### config.mk
export PLATFORM = sky130hd
export DESIGN_NAME = thumb_decode_top
export DESIGN_NICKNAME = d
export VERILOG_FILES = /design/src/hdl/thumb_pkg.sv /design/src/hdl/thumb_decode_top.sv /design/src/hdl/branch_target.sv /design/src/hdl/ctrl_decode.sv /design/src/hdl/imm_gen.sv
export SDC_FILE = /design/constraint.sdc
export NUM_CORES = 1
export LEC_CHECK = 0
export BUFFER_PORTS_ARGS = -buffer_cell sky130_fd_sc_hd__clkbuf_2
export CORE_MARGIN = 2
export CORE_UTILIZATION = 48
export CTS_BUF_LIST = sky130_fd_sc_hd__clkbuf_4 sky130_fd_sc_hd__clkbuf_8 sky130_fd_sc_hd__clkbuf_16
export DETAILED_ROUTE_END_ITERATION = 7
export PLACE_DENSITY = 0.85
export SYNTH_ARGS = -nofsm -noshare
export SYNTH_HDL_FRONTEND = slang
export SYNTH_SLANG_ARGS = --single-unit
### constraint.sdc
create_clock -name clk_i -period 4.3 [get_ports clk_i]
set_input_delay 0.215 -clock clk_i [delete_from_list [all_inputs] [get_ports clk_i]]
set_output_delay 0.215 -clock clk_i [all_outputs]
set_load 0.02 [all_outputs]
### src/hdl/thumb_pkg.sv
package thumb_pkg;

    // data and instruction widths
    localparam int WORD      = 32;
    localparam int HALF_WORD = 16;

    // the PC seen by the second half of a pair is two bytes past the start of the pair
    localparam logic [WORD-1:0] HALFWORD_OFFSET = 32'd2;

    // literal loads see the PC of the current halfword plus 4
    localparam logic [WORD-1:0] PC_AHEAD = 32'd4;

    // major opcode taken from bits 15 to 10
    typedef logic [5:0] opcode_t;

    localparam opcode_t SHIFT_IMM       = 6'b00????;
    localparam opcode_t DATA_PROCESSING = 6'b010000;
    localparam opcode_t SPECIAL         = 6'b010001;
    localparam opcode_t LOAD_LITERAL    = 6'b01001?;
    localparam opcode_t LOAD_STORE_IMM  = 6'b0110??;
    localparam opcode_t LOAD_STORE_BYTE = 6'b0111??;
    localparam opcode_t LOAD_STORE_HW   = 6'b1000??;
    localparam opcode_t LOAD_STORE_SP_R = 6'b1001??;
    localparam opcode_t GEN_PC_REL      = 6'b10100?;
    localparam opcode_t GEN_SP_REL      = 6'b10101?;
    localparam opcode_t MIS_16_BIT      = 6'b1011??;
    localparam opcode_t COND_BRANCH     = 6'b1101??;
    localparam opcode_t UNCOND_BRANCH   = 6'b11100?;
    localparam opcode_t TWO_WORD_INST_1 = 6'b11101?;
    localparam opcode_t TWO_WORD_INST_2 = 6'b11110?;
    localparam opcode_t TWO_WORD_INST_3 = 6'b11111?;

    // shift, add, subtract, move and compare group, bits 13 to 9
    localparam logic [4:0] LEFT_SHIFT_L_IM  = 5'b000??;
    localparam logic [4:0] RIGHT_SHIFT_L_IM = 5'b001??;
    localparam logic [4:0] RIGHT_SHIFT_A_IM = 5'b010??;
    localparam logic [4:0] ADD_3_IMM        = 5'b01110;
    localparam logic [4:0] SUB_3_IMM        = 5'b01111;
    localparam logic [4:0] MOV_8_IMM        = 5'b100??;
    localparam logic [4:0] CMP_8_IMM        = 5'b101??;
    localparam logic [4:0] ADD_8_IMM        = 5'b110??;
    localparam logic [4:0] SUB_8_IMM        = 5'b111??;

    // data processing group, bits 9 to 6
    localparam logic [3:0] REVERSE_SUB = 4'b1001;

    // miscellaneous group, bits 11 to 5
    localparam logic [6:0] ADD_IMM_SP = 7'b00000??;
    localparam logic [6:0] SUB_IMM_SP = 7'b00001??;

    // branch-with-link halves, matched on bits 15 to 11
    localparam logic [4:0] BL_FIRST_HALF  = 5'b11110;
    localparam logic [4:0] BL_SECOND_HALF = 5'b11?1?;

    typedef struct packed {
        logic [4:0] op;
        logic [4:0] imm5;
        logic [2:0] rm;
        logic [2:0] rd;
    } shift_view_t;

    typedef struct packed {
        logic [4:0] op;
        logic [2:0] rd;
        logic [7:0] imm8;
    } imm8_view_t;

    typedef struct packed {
        logic [3:0] op;
        logic [3:0] cond;
        logic [7:0] imm8;
    } cond_view_t;

    typedef struct packed {
        logic [4:0]  op;
        logic [10:0] imm11;
    } jump_view_t;

    // one halfword read through whichever field layout its opcode calls for
    typedef union packed {
        logic [HALF_WORD-1:0] raw;
        shift_view_t          shift_v;
        imm8_view_t           imm8_v;
        cond_view_t           cond_v;
        jump_view_t           jump_v;
    } instr_u;

    typedef enum logic [3:0] {
        ICLASS_ALU_IMM     = 4'd0,
        ICLASS_ALU_REG     = 4'd1,
        ICLASS_LOAD        = 4'd2,
        ICLASS_STORE       = 4'd3,
        ICLASS_BRANCH_COND = 4'd4,
        ICLASS_BRANCH      = 4'd5,
        ICLASS_BRANCH_LINK = 4'd6,
        ICLASS_ADDR_GEN    = 4'd7,
        ICLASS_OTHER       = 4'd8
    } iclass_t;

    typedef struct packed {
        iclass_t    iclass;
        logic [2:0] rd;
        logic [2:0] rn;
        logic [3:0] cond;
        logic       uses_imm;
        logic       pair_second;
    } ctrl_t;

    typedef struct packed {
        logic [WORD-1:0] target;
        logic [WORD-1:0] link;
    } target_t;

endpackage
### src/hdl/thumb_decode_top.sv
`timescale 1ns/1ns

module thumb_decode_top import thumb_pkg::*; (
    input  logic            clk_i,
    input  logic            rst_n_i,
    input  instr_u          instr_i,
    input  logic            instr_valid_i,
    input  logic [WORD-1:0] pc_i,
    output logic [WORD-1:0] imm_o,
    output ctrl_t           ctrl_o,
    output target_t         targets_o
);

    logic [WORD-1:0] imm;
    ctrl_t           ctrl;

    // immediate extraction, keeps its own copy of the previous halfword
    imm_gen u_imm_gen (
        .clk_i         (clk_i),
        .rst_n_i       (rst_n_i),
        .instr_i       (instr_i),
        .instr_valid_i (instr_valid_i),
        .imm_o         (imm)
    );

    // classification and pair tracking
    ctrl_decode u_ctrl_decode (
        .clk_i         (clk_i),
        .rst_n_i       (rst_n_i),
        .instr_i       (instr_i),
        .instr_valid_i (instr_valid_i),
        .ctrl_o        (ctrl)
    );

    branch_target u_branch_target (
        .pc_i      (pc_i),
        .imm_i     (imm),
        .iclass_i  (ctrl.iclass),
        .targets_o (targets_o)
    );

    assign imm_o  = imm;
    assign ctrl_o = ctrl;

endmodule

### src/hdl/branch_target.sv
`timescale 1ns/1ns

module branch_target import thumb_pkg::*; (
    input  logic [WORD-1:0] pc_i,
    input  logic [WORD-1:0] imm_i,
    input  iclass_t         iclass_i,
    output target_t         targets_o
);

    logic [WORD-1:0] sum;
    logic [WORD-1:0] return_addr;

    // pc_i already runs 4 bytes ahead of the current halfword, so the offset applies directly
    assign sum = pc_i + imm_i;

    // the link points just past the second half, with bit 0 set to stay in Thumb state
    assign return_addr = (pc_i - HALFWORD_OFFSET) | WORD'(1);

    always_comb begin
        targets_o = '0;
        case (iclass_i)
            ICLASS_BRANCH_COND,
            ICLASS_BRANCH: begin
                targets_o.target = sum;
            end
            ICLASS_BRANCH_LINK: begin
                targets_o.target = sum;
                targets_o.link   = return_addr;
            end
            default: begin
                // classes that do not change flow report nothing
                targets_o = '0;
            end
        endcase
    end

endmodule

### src/hdl/ctrl_decode.sv
`timescale 1ns/1ns

module ctrl_decode import thumb_pkg::*; (
    input  logic   clk_i,
    input  logic   rst_n_i,
    input  instr_u instr_i,
    input  logic   instr_valid_i,
    output ctrl_t  ctrl_o
);

    opcode_t op;
    logic    is_first_half;
    logic    pending_first;
    logic    pair_second;

    assign op            = instr_i.raw[15:10];
    assign is_first_half = (instr_i.jump_v.op == BL_FIRST_HALF);
    assign pair_second   = pending_first && (instr_i.jump_v.op ==? BL_SECOND_HALF);

    // set by a strobed first half, cleared by any other strobed halfword
    always_ff @(posedge clk_i or negedge rst_n_i) begin
        if (!rst_n_i) begin
            pending_first <= 1'b0;
        end else if (instr_valid_i) begin
            pending_first <= is_first_half;
        end
    end

    always_comb begin
        ctrl_o             = '0;
        ctrl_o.iclass      = ICLASS_OTHER;
        ctrl_o.cond        = 4'b1110;
        ctrl_o.pair_second = pair_second;

        if (pair_second) begin
            ctrl_o.iclass   = ICLASS_BRANCH_LINK;
            ctrl_o.uses_imm = 1'b1;
        end else begin
            casez (op)
                SHIFT_IMM: begin
                    casez (instr_i.raw[13:9])
                        LEFT_SHIFT_L_IM,
                        RIGHT_SHIFT_L_IM,
                        RIGHT_SHIFT_A_IM,
                        ADD_3_IMM,
                        SUB_3_IMM: begin
                            ctrl_o.iclass   = ICLASS_ALU_IMM;
                            ctrl_o.rd       = instr_i.shift_v.rd;
                            ctrl_o.rn       = instr_i.shift_v.rm;
                            ctrl_o.uses_imm = 1'b1;
                        end
                        MOV_8_IMM,
                        CMP_8_IMM,
                        ADD_8_IMM,
                        SUB_8_IMM: begin
                            // one register is both source and destination here
                            ctrl_o.iclass   = ICLASS_ALU_IMM;
                            ctrl_o.rd       = instr_i.imm8_v.rd;
                            ctrl_o.rn       = instr_i.imm8_v.rd;
                            ctrl_o.uses_imm = 1'b1;
                        end
                        default: begin
                            ctrl_o.iclass = ICLASS_ALU_REG;
                            ctrl_o.rd     = instr_i.shift_v.rd;
                            ctrl_o.rn     = instr_i.shift_v.rm;
                        end
                    endcase
                end
                DATA_PROCESSING: begin
                    ctrl_o.rd = instr_i.shift_v.rd;
                    ctrl_o.rn = instr_i.shift_v.rm;
                    if (instr_i.raw[9:6] == REVERSE_SUB) begin
                        ctrl_o.iclass   = ICLASS_ALU_IMM;
                        ctrl_o.uses_imm = 1'b1;
                    end else begin
                        ctrl_o.iclass = ICLASS_ALU_REG;
                    end
                end
                LOAD_LITERAL: begin
                    ctrl_o.iclass   = ICLASS_LOAD;
                    ctrl_o.rd       = instr_i.imm8_v.rd;
                    ctrl_o.uses_imm = 1'b1;
                end
                LOAD_STORE_IMM,
                LOAD_STORE_BYTE,
                LOAD_STORE_HW: begin
                    // bit 11 separates the load from the store
                    ctrl_o.iclass   = instr_i.raw[11] ? ICLASS_LOAD : ICLASS_STORE;
                    ctrl_o.rd       = instr_i.shift_v.rd;
                    ctrl_o.rn       = instr_i.shift_v.rm;
                    ctrl_o.uses_imm = 1'b1;
                end
                LOAD_STORE_SP_R: begin
                    ctrl_o.iclass   = instr_i.raw[11] ? ICLASS_LOAD : ICLASS_STORE;
                    ctrl_o.rd       = instr_i.imm8_v.rd;
                    ctrl_o.uses_imm = 1'b1;
                end
                GEN_PC_REL,
                GEN_SP_REL: begin
                    ctrl_o.iclass   = ICLASS_ADDR_GEN;
                    ctrl_o.rd       = instr_i.imm8_v.rd;
                    ctrl_o.uses_imm = 1'b1;
                end
                MIS_16_BIT: begin
                    if ((instr_i.raw[11:5] ==? ADD_IMM_SP) ||
                        (instr_i.raw[11:5] ==? SUB_IMM_SP)) begin
                        ctrl_o.iclass   = ICLASS_ALU_IMM;
                        ctrl_o.uses_imm = 1'b1;
                    end
                end
                COND_BRANCH: begin
                    ctrl_o.iclass   = ICLASS_BRANCH_COND;
                    ctrl_o.cond     = instr_i.cond_v.cond;
                    ctrl_o.uses_imm = 1'b1;
                end
                UNCOND_BRANCH: begin
                    ctrl_o.iclass   = ICLASS_BRANCH;
                    ctrl_o.uses_imm = 1'b1;
                end
                SPECIAL,
                TWO_WORD_INST_1,
                TWO_WORD_INST_2,
                TWO_WORD_INST_3: begin
                    ctrl_o.iclass = ICLASS_OTHER;
                end
                default: begin
                    ctrl_o.iclass = ICLASS_OTHER;
                end
            endcase
        end
    end

endmodule

### src/hdl/imm_gen.sv
`timescale 1ns/1ns

module imm_gen import thumb_pkg::*; (
    input  logic            clk_i,
    input  logic            rst_n_i,
    input  instr_u          instr_i,
    input  logic            instr_valid_i,
    output logic [WORD-1:0] imm_o
);

    opcode_t     op;
    // last strobed halfword, which holds the upper offset bits of a branch-with-link pair
    instr_u      prev_half;
    logic        pair_second;
    logic        sign;
    logic        i1;
    logic        i2;
    logic [24:0] bl_offset;

    assign op = instr_i.raw[15:10];

    // only a strobed halfword is kept, so idle cycles between the halves are harmless
    always_ff @(posedge clk_i or negedge rst_n_i) begin
        if (!rst_n_i) begin
            prev_half <= '0;
        end else if (instr_valid_i) begin
            prev_half <= instr_i;
        end
    end

    // assemble the pair offset
    // I1 and I2 are the J bits of the second half folded with the sign bit of the first
    always_comb begin
        sign        = prev_half.raw[10];
        i1          = ~(instr_i.raw[13] ^ sign);
        i2          = ~(instr_i.raw[11] ^ sign);
        bl_offset   = {sign, i1, i2, prev_half.raw[9:0], instr_i.jump_v.imm11, 1'b0};
        pair_second = (prev_half.jump_v.op == BL_FIRST_HALF) &&
                      (instr_i.jump_v.op ==? BL_SECOND_HALF);
    end

    always_comb begin
        imm_o = '0;
        if (pair_second) begin
            // the PC seen here belongs to the second half, so step back to the first one
            imm_o = WORD'(signed'(bl_offset)) - HALFWORD_OFFSET;
        end else begin
            casez (op)
                SHIFT_IMM: begin
                    casez (instr_i.raw[13:9])
                        LEFT_SHIFT_L_IM,
                        RIGHT_SHIFT_L_IM,
                        RIGHT_SHIFT_A_IM: imm_o = WORD'(instr_i.shift_v.imm5);
                        ADD_3_IMM,
                        SUB_3_IMM:        imm_o = WORD'(instr_i.raw[8:6]);
                        MOV_8_IMM,
                        CMP_8_IMM,
                        ADD_8_IMM,
                        SUB_8_IMM:        imm_o = WORD'(instr_i.imm8_v.imm8);
                        // add and subtract register forms carry no immediate
                        default:          imm_o = '0;
                    endcase
                end
                DATA_PROCESSING: begin
                    // a reverse subtract takes its operand from zero, every other form is
                    // register only
                    imm_o = '0;
                end
                SPECIAL: begin
                    imm_o = '0;
                end
                LOAD_LITERAL: begin
                    imm_o = WORD'({instr_i.imm8_v.imm8, 2'b00}) + PC_AHEAD;
                end
                LOAD_STORE_IMM: begin
                    imm_o = WORD'({instr_i.shift_v.imm5, 2'b00});
                end
                LOAD_STORE_BYTE: begin
                    imm_o = WORD'(instr_i.shift_v.imm5);
                end
                LOAD_STORE_HW: begin
                    imm_o = WORD'({instr_i.shift_v.imm5, 1'b0});
                end
                LOAD_STORE_SP_R,
                GEN_PC_REL,
                GEN_SP_REL: begin
                    imm_o = WORD'({instr_i.imm8_v.imm8, 2'b00});
                end
                MIS_16_BIT: begin
                    casez (instr_i.raw[11:5])
                        ADD_IMM_SP,
                        SUB_IMM_SP: imm_o = WORD'({instr_i.raw[6:0], 2'b00});
                        default:    imm_o = '0;
                    endcase
                end
                COND_BRANCH: begin
                    imm_o = WORD'(signed'({instr_i.cond_v.imm8, 1'b0}));
                end
                UNCOND_BRANCH: begin
                    imm_o = WORD'(signed'({instr_i.jump_v.imm11, 1'b0}));
                end
                TWO_WORD_INST_1,
                TWO_WORD_INST_2,
                TWO_WORD_INST_3: begin
                    // a lone half of a 32-bit instruction has nothing to offer yet
                    imm_o = '0;
                end
                default: begin
                    imm_o = '0;
                end
            endcase
        end
    end

endmodule

==> metrics.yaml <==
clock_tree:
  clk_latency_ps: 240
  root_buffer: "clkbuf_8"
  clk_path_buf_depth: 2
  cts.sinks: 17
  cts_tree: "yes"
  clk_pin_slew_worst_paths_ps: 70
  h-tree-depth: 1
  cts_buffers: 3
layout:
  utilization_pct: 68.7
  fin_area_um2: 6780
  nets: 1020
  area_growth_pct: 37.5
  num_antenna_cells: 0
  seqCellArea_um2: 425
  drive_gt1_share_pct: 36.2
  multi_input_area_um2: 4490
  fillerInstances: 842
yosys:
  async_reset_ff_share_pct: 100
  ys.flop_type: "dfrtp_1"
  avgSynthCellArea_um2: 6.84
  yosys.area_share.simple_pct: 28.7
  synth_nets: 811
  synth_seq_cells: 17
  synth_area_um2: 4930
  synth-warning-count: 0
  synth.area.mux_share_pct: 5.46
  synthAdderAreaFrac_pct: 10.0
  synth_compound_area_share_pct: 29.2
  ys_seq_area_share_pct: 8.63
  synth-edff-count: 0
  syn-instance-count: 721
  ys_types: 69
  synth_top_family_by_area: "compound AO/OA/AOI/OAI gates"
  yosys.area_share.xor_xnor_pct: 11.0
sta:
  max_freq_ghz: 0.233
  report.final.slew_viol_count: 0
  setup_viol: 1
  relSlewSlack_pct: 51.3
  rsz0062_at_grt: "true"
  fin_skew_ps: 0
  fin_ws_ps: -0.861
  tightestPinTransition_ps: 724
  hold_viol_final: 0
  finalHoldWorstSlack_ps: 327
  fin_crit_ps: 4300
  period_share_pct: 100
placed_design:
  portBuffers: 162
  hpwlAfterDp_um: 14100
  place_congestion: 0.964
  dp_slack_ps: -84.1
  place_area_um2: 6230
global_route:
  grtUsageTotal_pct: 29.0
  grt_pass1_wl_um: 27100
  first_global_vias: 5613
  grt_antenna_before_repair: 0
  grt_max_degree: 33
  globalRouteOverflowTotal: 0
pwr:
  finalPower_uw: 959
  power.clock.fraction_pct: 12.2
  p_int_uw: 510
  vdd_drop_max_uv: 250
  p_comb_share_pct: 67.6
  swShare_pct: 46.7
  power_frac_seq_pct: 20.1
  powerDensity_nw_per_um2: 141
  leakagePower_nw: 3.18
  power_switching_uw: 448
detailed_routing:
  first_pass_iters: 5
  routed_wl_um: 18400
  ant_nets: 0
  vias_per_cell: 6.10
  wl_per_cell_um: 17.3
  first_iter_violations: 598
  vias: 6482
  drcViolationCount: 0
critical_path:
  cp.required_ps: 4090
  max_stage_delay_ps: 560
  cp-start-kind: "register"
  cpMaxStageDelayCell: "or4_4"
  crit_fanout: 10
  arrival_ps: 4090
  crit_path_cell_trace: "or4_4 -> or3_4 -> or4_1 -> a31oi_4 -> buf_6 -> ha_2 -> nand3_1 -> or3b_2 -> o21ai_1 -> mux2i_1 -> buf_4"
  crit_type: "reg2out"
  end_kind: "output port"
status:
  status: "complete, but fails checks"
  violations: "setup timing"
die:
  fp.dieW_um: 105
  core_um2: 9860
  row_count: 36
  initial_core_util_pct: 50.0
  die_area_um2: 11100
  io-pin-count: 163
  die_y_um: 105
job:
  cap_violations: 0
worst_hold_path:
  min_path_type: "in2reg"
==> layout make-up <==
type / count / area share, %
inverters: 30 / 1.66
multi-input cells: 623 / 66.2
clock inverters: 1 / 0.0738
flip-flops and latches: 17 / 6.28
well taps: 133 / 2.46
repair buffers: 255 / 22.7
clock buffers: 3 / 0.609
==> per-layer routing <==
metal  GRT usage (%)  wire length, um  share of wire (%)
met5               0                0                  0
met2            48.7             8690                 47
met3            3.22             1850                 10
met4            9.62              609                3.3
met1            38.5             7260                 39
==> cell families (layout without fill, tap and decap cells) <==
kind of cell             count (synthesis)  after routing
buffers and inverters                   81            289
flip-flops                              17             17
AND/OR/NAND/NOR                        279            279
XOR/XNOR                                62             62
AO/OA/AOI/OAI                          218            218
adder cells (fa/ha/maj)                 39             39
multiplexers                            25             25
==> state kept, by name, summed over array words and instances (netlist names) <==
name / flops
u_imm_gen.prev_half: 16
u_ctrl_decode.pending_first: 1
==> power by group through the flow <==
stage,Combinational (mW),Sequential (mW),Clock (mW)
5_1_grt,0.693,0.195,0.130
3_3_place_gp,0.566,0.193,0
6_report,0.648,0.193,0.117
2_1_floorplan,0.369,0.189,0
4_1_cts,0.578,0.192,0.121
3_5_place_dp,0.573,0.195,0
==> timing repair <==
action                     CTS  global route
pin swaps                    1            23
resized for setup            6            70
buffers inserted             1            19
setup endpoints to repair    7            15
hold endpoints to repair    17             0
gates cloned                 0             1
hold buffers                 1             0
==> placed cells by master, fill, tap and decap left out, types with 5 or more instances in the layout <==
cell type / count
nand2_1: 58
ha_1: 31
o21a_1: 8
a22o_1: 8
nor2_1: 80
a21o_1: 17
mux2_2: 15
xnor2_1: 39
a31oi_1: 7
o21ai_0: 31
o21bai_1: 5
nand2b_1: 16
nor2_2: 5
ha_4: 5
and4_1: 6
nand3_1: 20
nor2b_1: 7
inv_1: 30
nand4_1: 5
mux2i_1: 10
buf_4: 91
clkbuf_2: 156
nor4_1: 9
a211oi_1: 6
o22ai_1: 8
o211ai_1: 5
nor3_1: 18
a211o_1: 5
xor2_1: 23
and3_1: 8
dfrtp_1: 17
a21oi_1: 56
or3_1: 6
a21oi_2: 7
==> cells in the mapped netlist, types with 8 or more instances <==
cell / count / area share, %
nor2_1: 85 / 6.5
a21oi_1: 63 / 6.4
nand2_1: 58 / 4.4
xnor2_1: 39 / 6.9
clkbuf_1: 38 / 2.9
ha_1: 38 / 9.6
o21ai_0: 33 / 3.3
inv_1: 30 / 2.3
xor2_1: 23 / 4.1
nand3_1: 21 / 2.1
nor3_1: 20 / 2.0
a21o_1: 17 / 2.6
dfrtp_1: 17 / 8.6
nand2b_1: 17 / 2.2
mux2_2: 15 / 3.4
nor4_1: 13 / 1.6
o22ai_1: 12 / 1.5
a31oi_1: 10 / 1.3
mux2i_1: 10 / 2.0
a22o_1: 8 / 1.4
and3_1: 8 / 1.0
o21a_1: 8 / 1.2
==> worst max-delay path, delay by kind of cell (launching register included) <==
| family | cells | cell delay (ps) |
|---|---|---|
| AND/OR/NAND/NOR | 5 | 2120 |
| adder cells (fa/ha/maj) | 1 | 260 |
| multiplexers | 1 | 220 |
| AO/OA/AOI/OAI | 2 | 480 |
| buffers and inverters | 2 | 330 |
| flip-flops | 1 | 410 |
==> stage by stage <==
step	cells	setup TNS [ps]
finish	1062	-0.861
detailed placement	1036	-164
global placement	1036	0
global route	1062	-407
floorplan	721	-0.190
CTS	1042	-54.4
==> final timing paths <==
kind / start / end / slack (ps) / cells after the start
max in group asynchronous: rst_n_i / u_imm_gen.prev_half[9] / 3580 / 2
worst min register to register: u_imm_gen.prev_half[15] / u_imm_gen.prev_half[15] / 520 / 1
worst max register to register: u_imm_gen.prev_half[1] / u_imm_gen.prev_half[1] / 3370 / 2
min in group asynchronous: rst_n_i / u_imm_gen.prev_half[11] / 430 / 2
worst max-delay path: u_imm_gen.prev_half[2] / targets_o[61] / -0.9 / 11
worst min-delay path: instr_i[13] / u_imm_gen.prev_half[13] / 330 / 2
No activity file was read; power rests on OpenSTA's default activity.
